**config.mk**
```make
export PLATFORM = sky130hd
export DESIGN_NAME = singlecycle_core
export DESIGN_NICKNAME = d
export VERILOG_FILES = /design/src/hdl/rv_pkg.sv /design/src/hdl/singlecycle_core.sv /design/src/hdl/branch_unit.sv /design/src/hdl/imm_gen.sv /design/src/hdl/regfile.sv /design/src/hdl/alu.sv /design/src/hdl/singlecycle_control.sv
export SDC_FILE = /design/constraint.sdc
export NUM_CORES = 2
export LEC_CHECK = 0
export ABC_CLOCK_PERIOD_IN_PS = 6500
export BUFFER_PORTS_ARGS = -buffer_cell sky130_fd_sc_hd__buf_2
export CORE_MARGIN = 5
export CORE_UTILIZATION = 58
export DETAILED_ROUTE_END_ITERATION = 10
export PLACE_DENSITY = 0.78
export SYNTH_ARGS = -nofsm -noshare
export SYNTH_HDL_FRONTEND = slang
export SYNTH_SLANG_ARGS = --single-unit
```
**constraint.sdc**
```tcl
create_clock -name clock -period 6.5 [get_ports clock]
set_clock_uncertainty 0.15 [all_clocks]
set_input_delay 0.325 -clock clock [delete_from_list [all_inputs] [get_ports clock]]
set_output_delay 0.325 -clock clock [all_outputs]
set_load 0.01 [all_outputs]
```
**src/hdl/rv_pkg.sv**
```systemverilog
//----------------------------------------------------------
// shared types for the single-cycle RV32I core
// datapath is fixed at 32 bits, so xlen is not a parameter
//----------------------------------------------------------
`default_nettype none

package rv_pkg;

  localparam int xlen = 32;

  // major opcodes, inst[6:0]
  typedef enum logic [6:0] {
    OPC_LOAD     = 7'b0000011,
    OPC_MISC_MEM = 7'b0001111,
    OPC_OP_IMM   = 7'b0010011,
    OPC_AUIPC    = 7'b0010111,
    OPC_STORE    = 7'b0100011,
    OPC_OP       = 7'b0110011,
    OPC_LUI      = 7'b0110111,
    OPC_BRANCH   = 7'b1100011,
    OPC_JALR     = 7'b1100111,
    OPC_JAL      = 7'b1101111
  } opcode_e;

  typedef enum logic {
    ALU_A_RS1 = 1'b0,
    ALU_A_PC  = 1'b1
  } alu_a_sel_e;

  typedef enum logic {
    ALU_B_RS2 = 1'b0,
    ALU_B_IMM = 1'b1
  } alu_b_sel_e;

  // how the alu reads funct3 and funct7
  typedef enum logic [1:0] {
    ALU_ADD    = 2'd0,
    ALU_OP     = 2'd1,
    ALU_OP_IMM = 2'd2,
    ALU_BRANCH = 2'd3
  } alu_class_e;

  typedef enum logic [1:0] {
    WB_ALU  = 2'd0,
    WB_IMM  = 2'd1,
    WB_PC4  = 2'd2,
    WB_DATA = 2'd3
  } wb_sel_e;

  typedef enum logic [1:0] {
    PC_PC4     = 2'd0,
    PC_PC_IMM  = 2'd1,
    PC_RS1_IMM = 2'd2
  } next_pc_e;

  typedef struct packed {
    logic       regfile_write_enable;
    alu_a_sel_e alu_a_sel;
    alu_b_sel_e alu_b_sel;
    alu_class_e alu_class;
    logic       data_mem_read_enable;
    logic       data_mem_write_enable;
    wb_sel_e    wb_sel;
    next_pc_e   next_pc_sel;
  } ctl_t;

  // word-wide data memory request, read data comes back combinationally
  typedef struct packed {
    logic            read_enable;
    logic            write_enable;
    logic [xlen-1:0] addr;
    logic [xlen-1:0] wdata;
  } dmem_req_t;

endpackage

`default_nettype wire
```
**src/hdl/singlecycle_core.sv**
```systemverilog
//----------------------------------------------------------
// single-cycle RV32I core, one instruction per clock
// inst and dmem_rdata must be valid in the same cycle
// word loads and stores only, no traps or alignment checks
//----------------------------------------------------------
`timescale 1ns/1ps
`default_nettype none

module singlecycle_core #(
  parameter logic [rv_pkg::xlen-1:0] reset_vector = 32'h0000_0000
) (
  input  logic                    clock,
  input  logic                    arst_n,
  output logic [rv_pkg::xlen-1:0] inst_addr,
  input  logic [rv_pkg::xlen-1:0] inst,
  output rv_pkg::dmem_req_t       dmem_req,
  input  logic [rv_pkg::xlen-1:0] dmem_rdata
);

  rv_pkg::ctl_t            ctl;
  logic [rv_pkg::xlen-1:0] pc;
  logic [rv_pkg::xlen-1:0] next_pc;
  logic [rv_pkg::xlen-1:0] pc_plus4;
  logic [rv_pkg::xlen-1:0] pc_imm;
  logic [rv_pkg::xlen-1:0] imm;
  logic [rv_pkg::xlen-1:0] rdata1;
  logic [rv_pkg::xlen-1:0] rdata2;
  logic [rv_pkg::xlen-1:0] alu_a;
  logic [rv_pkg::xlen-1:0] alu_b;
  logic [rv_pkg::xlen-1:0] alu_result;
  logic [rv_pkg::xlen-1:0] wb_data;
  logic                    take_branch;

  singlecycle_control control_i (
    .opcode     (inst[6:0]),
    .take_branch(take_branch),
    .ctl        (ctl)
  );

  imm_gen imm_gen_i (.inst(inst), .imm(imm));

  regfile regfile_i (
    .clock       (clock),
    .arst_n      (arst_n),
    .rs1         (inst[19:15]),
    .rs2         (inst[24:20]),
    .rd          (inst[11:7]),
    .write_enable(ctl.regfile_write_enable),
    .wdata       (wb_data),
    .rdata1      (rdata1),
    .rdata2      (rdata2)
  );

  branch_unit branch_unit_i (
    .funct3     (inst[14:12]),
    .a          (rdata1),
    .b          (rdata2),
    .take_branch(take_branch)
  );

  assign alu_a = (ctl.alu_a_sel == rv_pkg::ALU_A_PC) ? pc : rdata1;
  assign alu_b = (ctl.alu_b_sel == rv_pkg::ALU_B_IMM) ? imm : rdata2;

  alu alu_i (
    .alu_class(ctl.alu_class),
    .funct3   (inst[14:12]),
    .funct7_5 (inst[30]),
    .a        (alu_a),
    .b        (alu_b),
    .result   (alu_result)
  );

  always_comb begin
    case (ctl.wb_sel)
      rv_pkg::WB_IMM:  wb_data = imm;
      rv_pkg::WB_PC4:  wb_data = pc_plus4;
      rv_pkg::WB_DATA: wb_data = dmem_rdata;
      default:         wb_data = alu_result;
    endcase
  end

  assign pc_plus4 = pc + 32'd4;
  assign pc_imm   = pc + imm;

  // for jalr the alu already holds rs1 + imm
  always_comb begin
    case (ctl.next_pc_sel)
      rv_pkg::PC_PC_IMM:  next_pc = pc_imm;
      rv_pkg::PC_RS1_IMM: next_pc = {alu_result[rv_pkg::xlen-1:1], 1'b0};
      default:            next_pc = pc_plus4;
    endcase
  end

  always_ff @(posedge clock or negedge arst_n) begin
    if (!arst_n) pc <= reset_vector;
    else pc <= next_pc;
  end

  assign inst_addr             = pc;
  assign dmem_req.read_enable  = ctl.data_mem_read_enable;
  assign dmem_req.write_enable = ctl.data_mem_write_enable;
  assign dmem_req.addr         = alu_result;
  assign dmem_req.wdata        = rdata2;

endmodule

`default_nettype wire

```
**src/hdl/branch_unit.sv**
```systemverilog
//----------------------------------------------------------
// branch condition from funct3, reserved codes never taken
//----------------------------------------------------------
`timescale 1ns/1ps
`default_nettype none

module branch_unit (
  input  logic [2:0]              funct3,
  input  logic [rv_pkg::xlen-1:0] a,
  input  logic [rv_pkg::xlen-1:0] b,
  output logic                    take_branch
);

  always_comb begin
    case (funct3)
      3'b000:  take_branch = (a == b);
      3'b001:  take_branch = (a != b);
      3'b100:  take_branch = ($signed(a) < $signed(b));
      3'b101:  take_branch = ($signed(a) >= $signed(b));
      3'b110:  take_branch = (a < b);
      3'b111:  take_branch = (a >= b);
      // 010 and 011 are reserved
      default: take_branch = 1'b0;
    endcase
  end

endmodule

`default_nettype wire

```
**src/hdl/imm_gen.sv**
```systemverilog
//----------------------------------------------------------
// immediate decode for I, S, B, U and J formats
// opcodes without an immediate fall back to I-type
//----------------------------------------------------------
`timescale 1ns/1ps
`default_nettype none

module imm_gen (
  input  logic [rv_pkg::xlen-1:0] inst,
  output logic [rv_pkg::xlen-1:0] imm
);

  always_comb begin
    case (inst[6:0])
      rv_pkg::OPC_STORE:
        imm = {{21{inst[31]}}, inst[30:25], inst[11:7]};
      rv_pkg::OPC_BRANCH:
        imm = {{20{inst[31]}}, inst[7], inst[30:25], inst[11:8], 1'b0};
      // U-type, upper 20 bits
      rv_pkg::OPC_LUI, rv_pkg::OPC_AUIPC:
        imm = {inst[31:12], 12'b0};
      rv_pkg::OPC_JAL:
        imm = {{12{inst[31]}}, inst[19:12], inst[20], inst[30:21], 1'b0};
      // loads, op-imm, jalr
      default:
        imm = {{21{inst[31]}}, inst[30:20]};
    endcase
  end

endmodule

`default_nettype wire

```
**src/hdl/regfile.sv**
```systemverilog
//----------------------------------------------------------
// 32 x 32 register file, combinational reads
// x0 reads as zero, writes to it are dropped
//----------------------------------------------------------
`timescale 1ns/1ps
`default_nettype none

module regfile (
  input  logic                    clock,
  input  logic                    arst_n,
  input  logic [4:0]              rs1,
  input  logic [4:0]              rs2,
  input  logic [4:0]              rd,
  input  logic                    write_enable,
  input  logic [rv_pkg::xlen-1:0] wdata,
  output logic [rv_pkg::xlen-1:0] rdata1,
  output logic [rv_pkg::xlen-1:0] rdata2
);

  logic [rv_pkg::xlen-1:0] regs [32];

  always_ff @(posedge clock or negedge arst_n) begin
    if (!arst_n) begin
      for (int i = 0; i < 32; i++) regs[i] <= '0;
    end else if (write_enable && rd != 5'd0) begin
      regs[rd] <= wdata;
    end
  end

  assign rdata1 = (rs1 == 5'd0) ? '0 : regs[rs1];
  assign rdata2 = (rs2 == 5'd0) ? '0 : regs[rs2];

endmodule

`default_nettype wire

```
**src/hdl/alu.sv**
```systemverilog
//----------------------------------------------------------
// alu, combinational
// shift amount is the low 5 bits of operand b
//----------------------------------------------------------
`timescale 1ns/1ps
`default_nettype none

module alu (
  input  rv_pkg::alu_class_e          alu_class,
  input  logic [2:0]                  funct3,
  input  logic                        funct7_5,
  input  logic [rv_pkg::xlen-1:0]     a,
  input  logic [rv_pkg::xlen-1:0]     b,
  output logic [rv_pkg::xlen-1:0]     result
);

  logic [4:0]              shamt;
  logic [rv_pkg::xlen-1:0] sum;
  logic [rv_pkg::xlen-1:0] sra_result;

  assign shamt = b[4:0];
  assign sum   = a + b;
  // kept apart so the shift stays signed
  assign sra_result = $signed(a) >>> shamt;

  always_comb begin
    case (alu_class)
      // branch compares live in branch_unit, sum is ignored there
      rv_pkg::ALU_ADD, rv_pkg::ALU_BRANCH: result = sum;
      default: begin
        case (funct3)
          3'b000: begin
            // sub only exists for register-register ops
            if (alu_class == rv_pkg::ALU_OP && funct7_5) result = a - b;
            else result = sum;
          end
          3'b001: result = a << shamt;
          3'b010: result = {{(rv_pkg::xlen-1){1'b0}}, $signed(a) < $signed(b)};
          3'b011: result = {{(rv_pkg::xlen-1){1'b0}}, a < b};
          3'b100: result = a ^ b;
          3'b101: result = funct7_5 ? sra_result : (a >> shamt);
          3'b110: result = a | b;
          default: result = a & b;
        endcase
      end
    endcase
  end

endmodule

`default_nettype wire

```
**src/hdl/singlecycle_control.sv**
```systemverilog
//----------------------------------------------------------
// opcode decoder, purely combinational
// unknown opcodes decode as a no-op: no write, pc + 4
//----------------------------------------------------------
`timescale 1ns/1ps
`default_nettype none

module singlecycle_control (
  input  logic [6:0]   opcode,
  input  logic         take_branch,
  output rv_pkg::ctl_t ctl
);

  always_comb begin
    // no-op defaults, overridden per opcode
    ctl.regfile_write_enable  = 1'b0;
    ctl.alu_a_sel             = rv_pkg::ALU_A_RS1;
    ctl.alu_b_sel             = rv_pkg::ALU_B_RS2;
    ctl.alu_class             = rv_pkg::ALU_ADD;
    ctl.data_mem_read_enable  = 1'b0;
    ctl.data_mem_write_enable = 1'b0;
    ctl.wb_sel                = rv_pkg::WB_ALU;
    ctl.next_pc_sel           = rv_pkg::PC_PC4;

    case (opcode)
      rv_pkg::OPC_LOAD: begin
        ctl.regfile_write_enable = 1'b1;
        ctl.alu_b_sel            = rv_pkg::ALU_B_IMM;
        ctl.data_mem_read_enable = 1'b1;
        ctl.wb_sel               = rv_pkg::WB_DATA;
      end
      rv_pkg::OPC_STORE: begin
        ctl.alu_b_sel             = rv_pkg::ALU_B_IMM;
        ctl.data_mem_write_enable = 1'b1;
      end
      rv_pkg::OPC_OP_IMM: begin
        ctl.regfile_write_enable = 1'b1;
        ctl.alu_b_sel            = rv_pkg::ALU_B_IMM;
        ctl.alu_class            = rv_pkg::ALU_OP_IMM;
      end
      rv_pkg::OPC_OP: begin
        ctl.regfile_write_enable = 1'b1;
        ctl.alu_class            = rv_pkg::ALU_OP;
      end
      rv_pkg::OPC_AUIPC: begin
        ctl.regfile_write_enable = 1'b1;
        ctl.alu_a_sel            = rv_pkg::ALU_A_PC;
        ctl.alu_b_sel            = rv_pkg::ALU_B_IMM;
      end
      // immediate is already shifted into place
      rv_pkg::OPC_LUI: begin
        ctl.regfile_write_enable = 1'b1;
        ctl.wb_sel               = rv_pkg::WB_IMM;
      end
      rv_pkg::OPC_BRANCH: begin
        ctl.alu_class   = rv_pkg::ALU_BRANCH;
        ctl.next_pc_sel = take_branch ? rv_pkg::PC_PC_IMM : rv_pkg::PC_PC4;
      end
      rv_pkg::OPC_JAL: begin
        ctl.regfile_write_enable = 1'b1;
        ctl.alu_a_sel            = rv_pkg::ALU_A_PC;
        ctl.alu_b_sel            = rv_pkg::ALU_B_IMM;
        ctl.wb_sel               = rv_pkg::WB_PC4;
        ctl.next_pc_sel          = rv_pkg::PC_PC_IMM;
      end
      rv_pkg::OPC_JALR: begin
        ctl.regfile_write_enable = 1'b1;
        ctl.alu_b_sel            = rv_pkg::ALU_B_IMM;
        ctl.wb_sel               = rv_pkg::WB_PC4;
        ctl.next_pc_sel          = rv_pkg::PC_RS1_IMM;
      end
      // fence has nothing to order in a single-cycle core
      rv_pkg::OPC_MISC_MEM: ;
      default: ;
    endcase
  end

endmodule

`default_nettype wire

```
* Word-level counts from Yosys, hierarchy flattened
Cells that the tools add are included.
** Word-level totals
- Register bits :: 1056
- Bits of input ports :: 66
- Output and inout bits :: 98
- Logic and storage cells :: 125
** Cells by class
- $add $sub $neg :: 4
- $lt $le $gt $ge :: 10
- Equal/unequal tests :: 25
- Shift-type cells :: 3
- Muxes and demuxes :: 30
- Bitwise operators :: 6
- Reductions and logical operators :: 14
** Operator list (number)
- bitwise mux 1024 bit :: 1
- 2-to-1 mux 32 bit :: 12
- binary-select mux 32 bit (select 5 bit) :: 2
- one-hot mux 32 bit (7 select lines) :: 1
- demux 32 bit (select 5 bit) :: 1
- < comparator 32 bit :: 4
- one-hot mux 31 bit (4 select lines) :: 1
- one-hot mux 32 bit (3 select lines) :: 1
- adder 32 bit :: 2
- greater-or-equal comparator 32 bit :: 2
- one-hot mux 32 bit (2 select lines) :: 1
- adder 32 x 3 -> 32 bit (second input constant) :: 1
- AND 32 bit :: 1
- equality test 32 bit :: 1
- != test 32 bit :: 1
- bitwise OR 32 bit :: 1
- left shift 32 x 5 -> 32 bit :: 1
- >> shifter 32 x 5 -> 32 bit :: 1
- >>> shifter 32 x 5 -> 32 bit :: 1
- subtractor 32 bit :: 1
- XOR 32 bit :: 1
- equality test 7 x 6 -> 1 bit (second input constant) :: 3
- equality test 7 bit (second input constant) :: 3
- greater-or-equal comparator 6 bit (second input constant) :: 3
- 20 further kinds :: 45

* Depth between registers and ports, before layout
- Depth after elaboration :: 12
- Gate-level depth with buffers :: 32

* By module
From an unflattened synthesis, not the netlist that was laid out.
** Second synthesis, totals
- Cell total of the unflattened synthesis :: 5788
- Area, all modules :: 70684.0 um2
** By module, submodules not included
- regfile :: times used 1, cells an instance 3621, area an instance 54369.6 um2, seq. area each 25624.6 um2
- alu :: times used 1, cells an instance 1376, area an instance 9417.8 um2, seq. area each 0.0 um2
- singlecycle_core :: times used 1, cells an instance 580, area an instance 5323.9 um2, seq. area each 800.8 um2
- branch_unit :: times used 1, cells an instance 128, area an instance 923.4 um2, seq. area each 0.0 um2
- imm_gen :: times used 1, cells an instance 50, area an instance 392.9 um2, seq. area each 0.0 um2
- singlecycle_control :: times used 1, cells an instance 33, area an instance 256.5 um2, seq. area each 0.0 um2

* Worst setup path before layout
Ideal clock, no wire load.
- Path kind :: input port to flip-flop
- Start point :: input port inst[20] (netlist name)
- End point :: register regfile_i.regs[282] (netlist name)
- Arrival :: 7.064 ns
- Data required time :: 6.225 ns
- Slack :: -0.839 ns
- Cell stages on the path :: 28
- Path through :: buf_6 > buf_12 > buf_8 > buf_2 > clkbuf_1 > clkbuf_1 > buf_1 > mux4_2 > mux4_2 > nand2_1 > nand2_1 > nand2_1 > nand2_1 > o21ai_0 > ha_1 > clkbuf_1 > or4_1 > o221a_2 > nor3b_1 > a211oi_1 > nor2_1 > a311oi_1 > xor2_1 > o21ai_0 > o31ai_1 > a41oi_1 > clkbuf_1 > mux2_2
** On the way
- Word-level cells in the longest chain between the ends :: 12
- Elaborated cells between the ends (all ways) :: 22
- Those cells by class :: add/sub (2); shift (3); mux (12); bitwise (4); reduce/logical (1)
** Ends and longest elaborated chain
- from (decl) :: RTL line singlecycle_core.sv:15 : input logic [rv_pkg::xlen-1:0] inst,
- NOT 5 -> 6 bit (implied by the code) :: RTL line regfile.sv:31 : assign rdata2 = (rs2 == 5'd0) ? '0 : regs[rs2];
- binary-select mux 32 bit (select 5 bit) :: RTL line regfile.sv:31
- 2-to-1 mux 32 bit (implied by the code) (2 in a row) :: RTL line regfile.sv:31
- 2-to-1 mux 32 bit :: RTL line regfile.sv:31
- 2-to-1 mux 32 bit (*) :: RTL line singlecycle_core.sv:62 : assign alu_b = (ctl.alu_b_sel == rv_pkg::ALU_B_IMM) ? imm : rdata2;
- adder 32 bit, or another cell as far along :: RTL line alu.sv:22 : assign sum = a + b;
- 2-to-1 mux 32 bit (on tied branches) :: RTL line alu.sv:34, alu.sv:41
- one-hot mux 32 bit (7 select lines) :: RTL line alu.sv:31 : case (funct3)
- 2-to-1 mux 32 bit (*) :: RTL line alu.sv:27 : case (alu_class)
- one-hot mux 32 bit (3 select lines) (*) :: RTL line singlecycle_core.sv:74 : case (ctl.wb_sel)
- bitwise mux 1024 bit (*) :: RTL line regfile.sv:26 : regs[rd] <= wdata;
- to (signal, indexed assignment) :: RTL line regfile.sv:26
- to (decl) :: RTL line regfile.sv:20 : logic [rv_pkg::xlen-1:0] regs [32];
Mark *: on every way between the ends. The rest lies on a longest branch, timed or not. The select of a mux whose other input is x is not followed.
A chain may end at the register's enable or synchronous reset.

==> impl_metrics.py <==
metrics = {
    "outcome": {
        "outcome": "finished with violations",
        "violations": "setup timing",
    },
    "floorplan": {
        "die_y_um": 352.8,
        "ios": 164,
        "coreArea_um2": 116500,
        "initial_core_util_pct": 58.49,
        "row_count": 125,
        "fp.dieArea_um2": 124500,
        "die_x_um": 352.8,
    },
    "logic_synthesis": {
        "synth_edf_count": 0,
        "yosysSeqAreaShare_pct": 38.77,
        "ys_seq_elements": 1056,
        "ys.flop_type": "dfrtp_1",
        "synthArstFlopShare_pct": 100.0,
        "syn_area_um2": 68150,
        "synth_warnings": 0,
        "synth_nets": 7112,
        "syn-mean-instance-area_um2": 9.908,
        "synth_cell_types": 98,
        "synth_cells": 6879,
    },
    "worst_setup_path": {
        "cp-start-kind": "flop",
        "worst-path-max-fanout": 14,
        "cp-end-kind": "primary output",
        "crit_type": "reg -> out",
        "critPathArrivalTime_ns": 6.12,
        "required_ns": 6.02,
        "cp_common_cell": "buf_6",
        "cpPeakStageDelay_ns": 0.54,
        "cp_cell_sequence": "mux4_2 > a22o_1 > a221oi_2 > buf_4 > a2111o_1 > a21o_1 > buf_6 > buf_12 > inv_2 > ha_1 > inv_2 > a21oi_4 > a21oi_2 > buf_6 > buf_6 > a2111o_1 > a21o_1 > a21boi_2 > o41a_1 > a211oi_1 > and3b_1 > a32o_2 > inv_4 > buf_2",
        "slowest_stage": "mux4_2",
    },
    "placement": {
        "place_congestion": 1.174,
        "dpl.cell_count": 9142,
        "port_buffers": 163,
        "post_dp_cell_area_um2": 78640,
        "dpl.hpwl_mm": 232.5,
    },
    "route": {
        "routed_wirelength_mm": 334.0,
        "dr.first_iter.drc_count": 12080,
        "dr.pass1.iters": 9,
        "vias": 69620,
        "routedWlPerCell_um": 35.48,
        "viasPerCell": 7.395,
        "route.detailed.drc": 0,
        "antenna_left": 0,
    },
    "sta": {
        "worst_pin_slew_ns": 1.433,
        "rsz0062_at_grt": "true",
        "relSlewSlack_pct": 4.382,
        "fin_crit_sh_pct": 101.4,
        "setup_violations": 38,
        "setup_ws_ns": -0.09249,
        "hold_slack_ns": 0.05140,
        "finalCriticalPeriod_ns": 6.592,
        "fmax_mhz": 151.7,
        "final-hold-violation-count": 0,
        "drv_slew": 0,
    },
    "power": {
        "power_density_nw_per_um2": 228.3,
        "p_leak_nw": 38.20,
        "max-vdd-ir-drop_v": 0.0002489,
    },
    "clocking": {
        "cts_tree": "yes",
        "path_clk_slew_ns": 0.06,
        "clk_latency_ns": 0.77,
        "clock-root-buffer": "clkbuf_16",
        "cts_buffers": 109,
        "h-tree-depth": 3,
        "cts.path.max_buffers": 3,
        "cts.sinks": 1056,
    },
    "cells_and_area": {
        "final_common_cell": "buf_4",
        "final_cell_mix": "buf_4, dfrtp_1, nand2_1, o21ai_0, mux4_2",
        "finalNonFillerCells": 9414,
        "fin_area_um2": 83980,
        "layout-drive-gt1-share_pct": 33.78,
        "syn_to_final_growth_pct": 23.22,
        "post-route-util_pct": 72.07,
        "final_net_count": 8021,
    },
    "worst_hold_path": {
        "hold_path.class": "in -> reg",
    },
    "grt": {
        "grt_pass1_vias": 67980,
        "antenna_found_initial": 25,
        "overflow": 0,
        "grt_start_max_net_pins": 177,
        "grt_pass1_wl_mm": 474.4,
        "grt_use_total_pct": 52.03,
    },
    "job": {
        "cap_violations": 0,
    },
}
==> kinds of logic after synthesis <==
| logic type | after synthesis | share of synthesized area, % |
|---|---|---|
| flip-flops | 1056 | 38.77 |
| AND/OR/NAND/NOR | 1869 | 11.72 |
| buffers and inverters | 881 | 5.491 |
| XOR/XNOR | 99 | 1.272 |
| multiplexers | 844 | 21.78 |
| AO/OA/AOI/OAI | 1963 | 17.86 |
| adder cells (fa/ha/maj) | 167 | 3.099 |
==> power by group <==
group,leakage [nW],internal (mW),switching (mW),total [mW]
clock,1.87,3.85,2.94,6.78
sequential,14.6,6.88,0.338,7.22
combinational,21.7,2.01,3.16,5.17
==> sequential cells by signal, summed over array words and instances, names as in the netlist <==
register        count
regfile_i.regs   1024
inst_addr          32
==> repair_timing <==
| item | CTS | global route |
|---|---|---|
| hold buffers | 3 | 0 |
| endpoints found under the hold margin | 124 | 0 |
| resized for setup | 124 | 100 |
| endpoints found under the setup margin | 183 | 64 |
| pin swaps | 48 | 51 |
| buffers inserted | 33 | 23 |
| gates cloned | 1 | 4 |
==> per-layer routing <==
layer / up-vias / share of wire [%] / global-route usage (%)
met2: 6901 / 42 / 76.61
met1: 33570 / 32 / 62.61
met4: 16 / 11 / 39.13
met5: - / 0.030 / 0.3077
li1: 27040 / - / -
met3: 2088 / 15 / 19.26
==> critical path: cells and delay by family (launching register included) <==
family | cells | cell delay (ns)
simple gates | 1 | 0.22
fa+ha+maj | 1 | 0.20
flops | 1 | 0.46
buf+inv | 9 | 1.22
mux | 1 | 0.54
compound gates | 12 | 2.69
==> through the flow <==
step	setup WS (ns)	total power [mW]	TNS [ns]
after CTS	-0.02376	18.69	-0.02376
after global placement	-0.7721	11.87	-201.15
final	-0.09249	19.17	-1.118
after detailed placement	-0.6937	11.95	-203.17
after global routing	-0.09921	19.54	-1.065
after floorplan	0.003690	9.498	0
==> final timing paths <==
check / startpoint / to / slack [ns] / depth (start not counted)
min: dmem_rdata[5] / regfile_i.regs[741] / 0.05 / 4
min reg2reg: regfile_i.regs[998] / regfile_i.regs[998] / 0.25 / 0
max: regfile_i.regs[483] / dmem_req[62] / -0.09 / 24
min in group asynchronous: arst_n / regfile_i.regs[212] / 0.13 / 2
max reg2reg: regfile_i.regs[483] / regfile_i.regs[768] / -0.03 / 30
max in group asynchronous: arst_n / regfile_i.regs[543] / 4.38 / 4
==> Yosys cell counts, types with 18 or more instances <==
library cell / n / area, µm²
dfrtp_1: 1056 / 26430
nand2_1: 1000 / 3754
o21ai_0: 758 / 3794
mux4_2: 489 / 11010
clkbuf_1: 479 / 1798
a21oi_1: 413 / 2067
nor2_1: 394 / 1479
mux2_2: 221 / 2489
inv_1: 206 / 773.2
nor3_1: 197 / 986.0
ha_1: 164 / 2052
mux2i_1: 134 / 1341
a22oi_1: 77 / 578.1
a211oi_1: 76 / 570.6
buf_2: 76 / 380.4
xnor2_1: 76 / 665.6
o21ai_1: 75 / 375.4
a21o_1: 67 / 503.0
a22o_1: 54 / 473.0
a221oi_1: 53 / 464.2
and3_1: 51 / 319.1
o221ai_1: 47 / 411.6
buf_1: 43 / 161.4
nand3_1: 43 / 215.2
o211ai_1: 34 / 255.2
a31oi_1: 29 / 181.4
nor2b_1: 27 / 168.9
o31ai_1: 27 / 202.7
buf_6: 25 / 281.5
and2_1: 24 / 150.1
buf_4: 23 / 172.7
nand4_1: 23 / 143.9
o21bai_1: 23 / 172.7
xor2_1: 23 / 201.4
a21oi_2: 22 / 192.7
o22ai_1: 22 / 137.6
clkbuf_2: 18 / 90.09
nand2b_1: 18 / 112.6
o21a_1: 18 / 135.1
or3_1: 18 / 112.6
==> layout make-up <==
cell class | instances | area (µm²)
clock inverter | 47 | 619.3
inverter | 214 | 808.3
tap | 1524 | 1907
multi-input combinational | 4942 | 39130
fill | 7764 | 32540
antenna | 10 | 25.02
timing repair buffer | 1465 | 11860
clock buffer | 156 | 3206
sequential | 1056 | 26430
(Power assumes the default switching activity.)
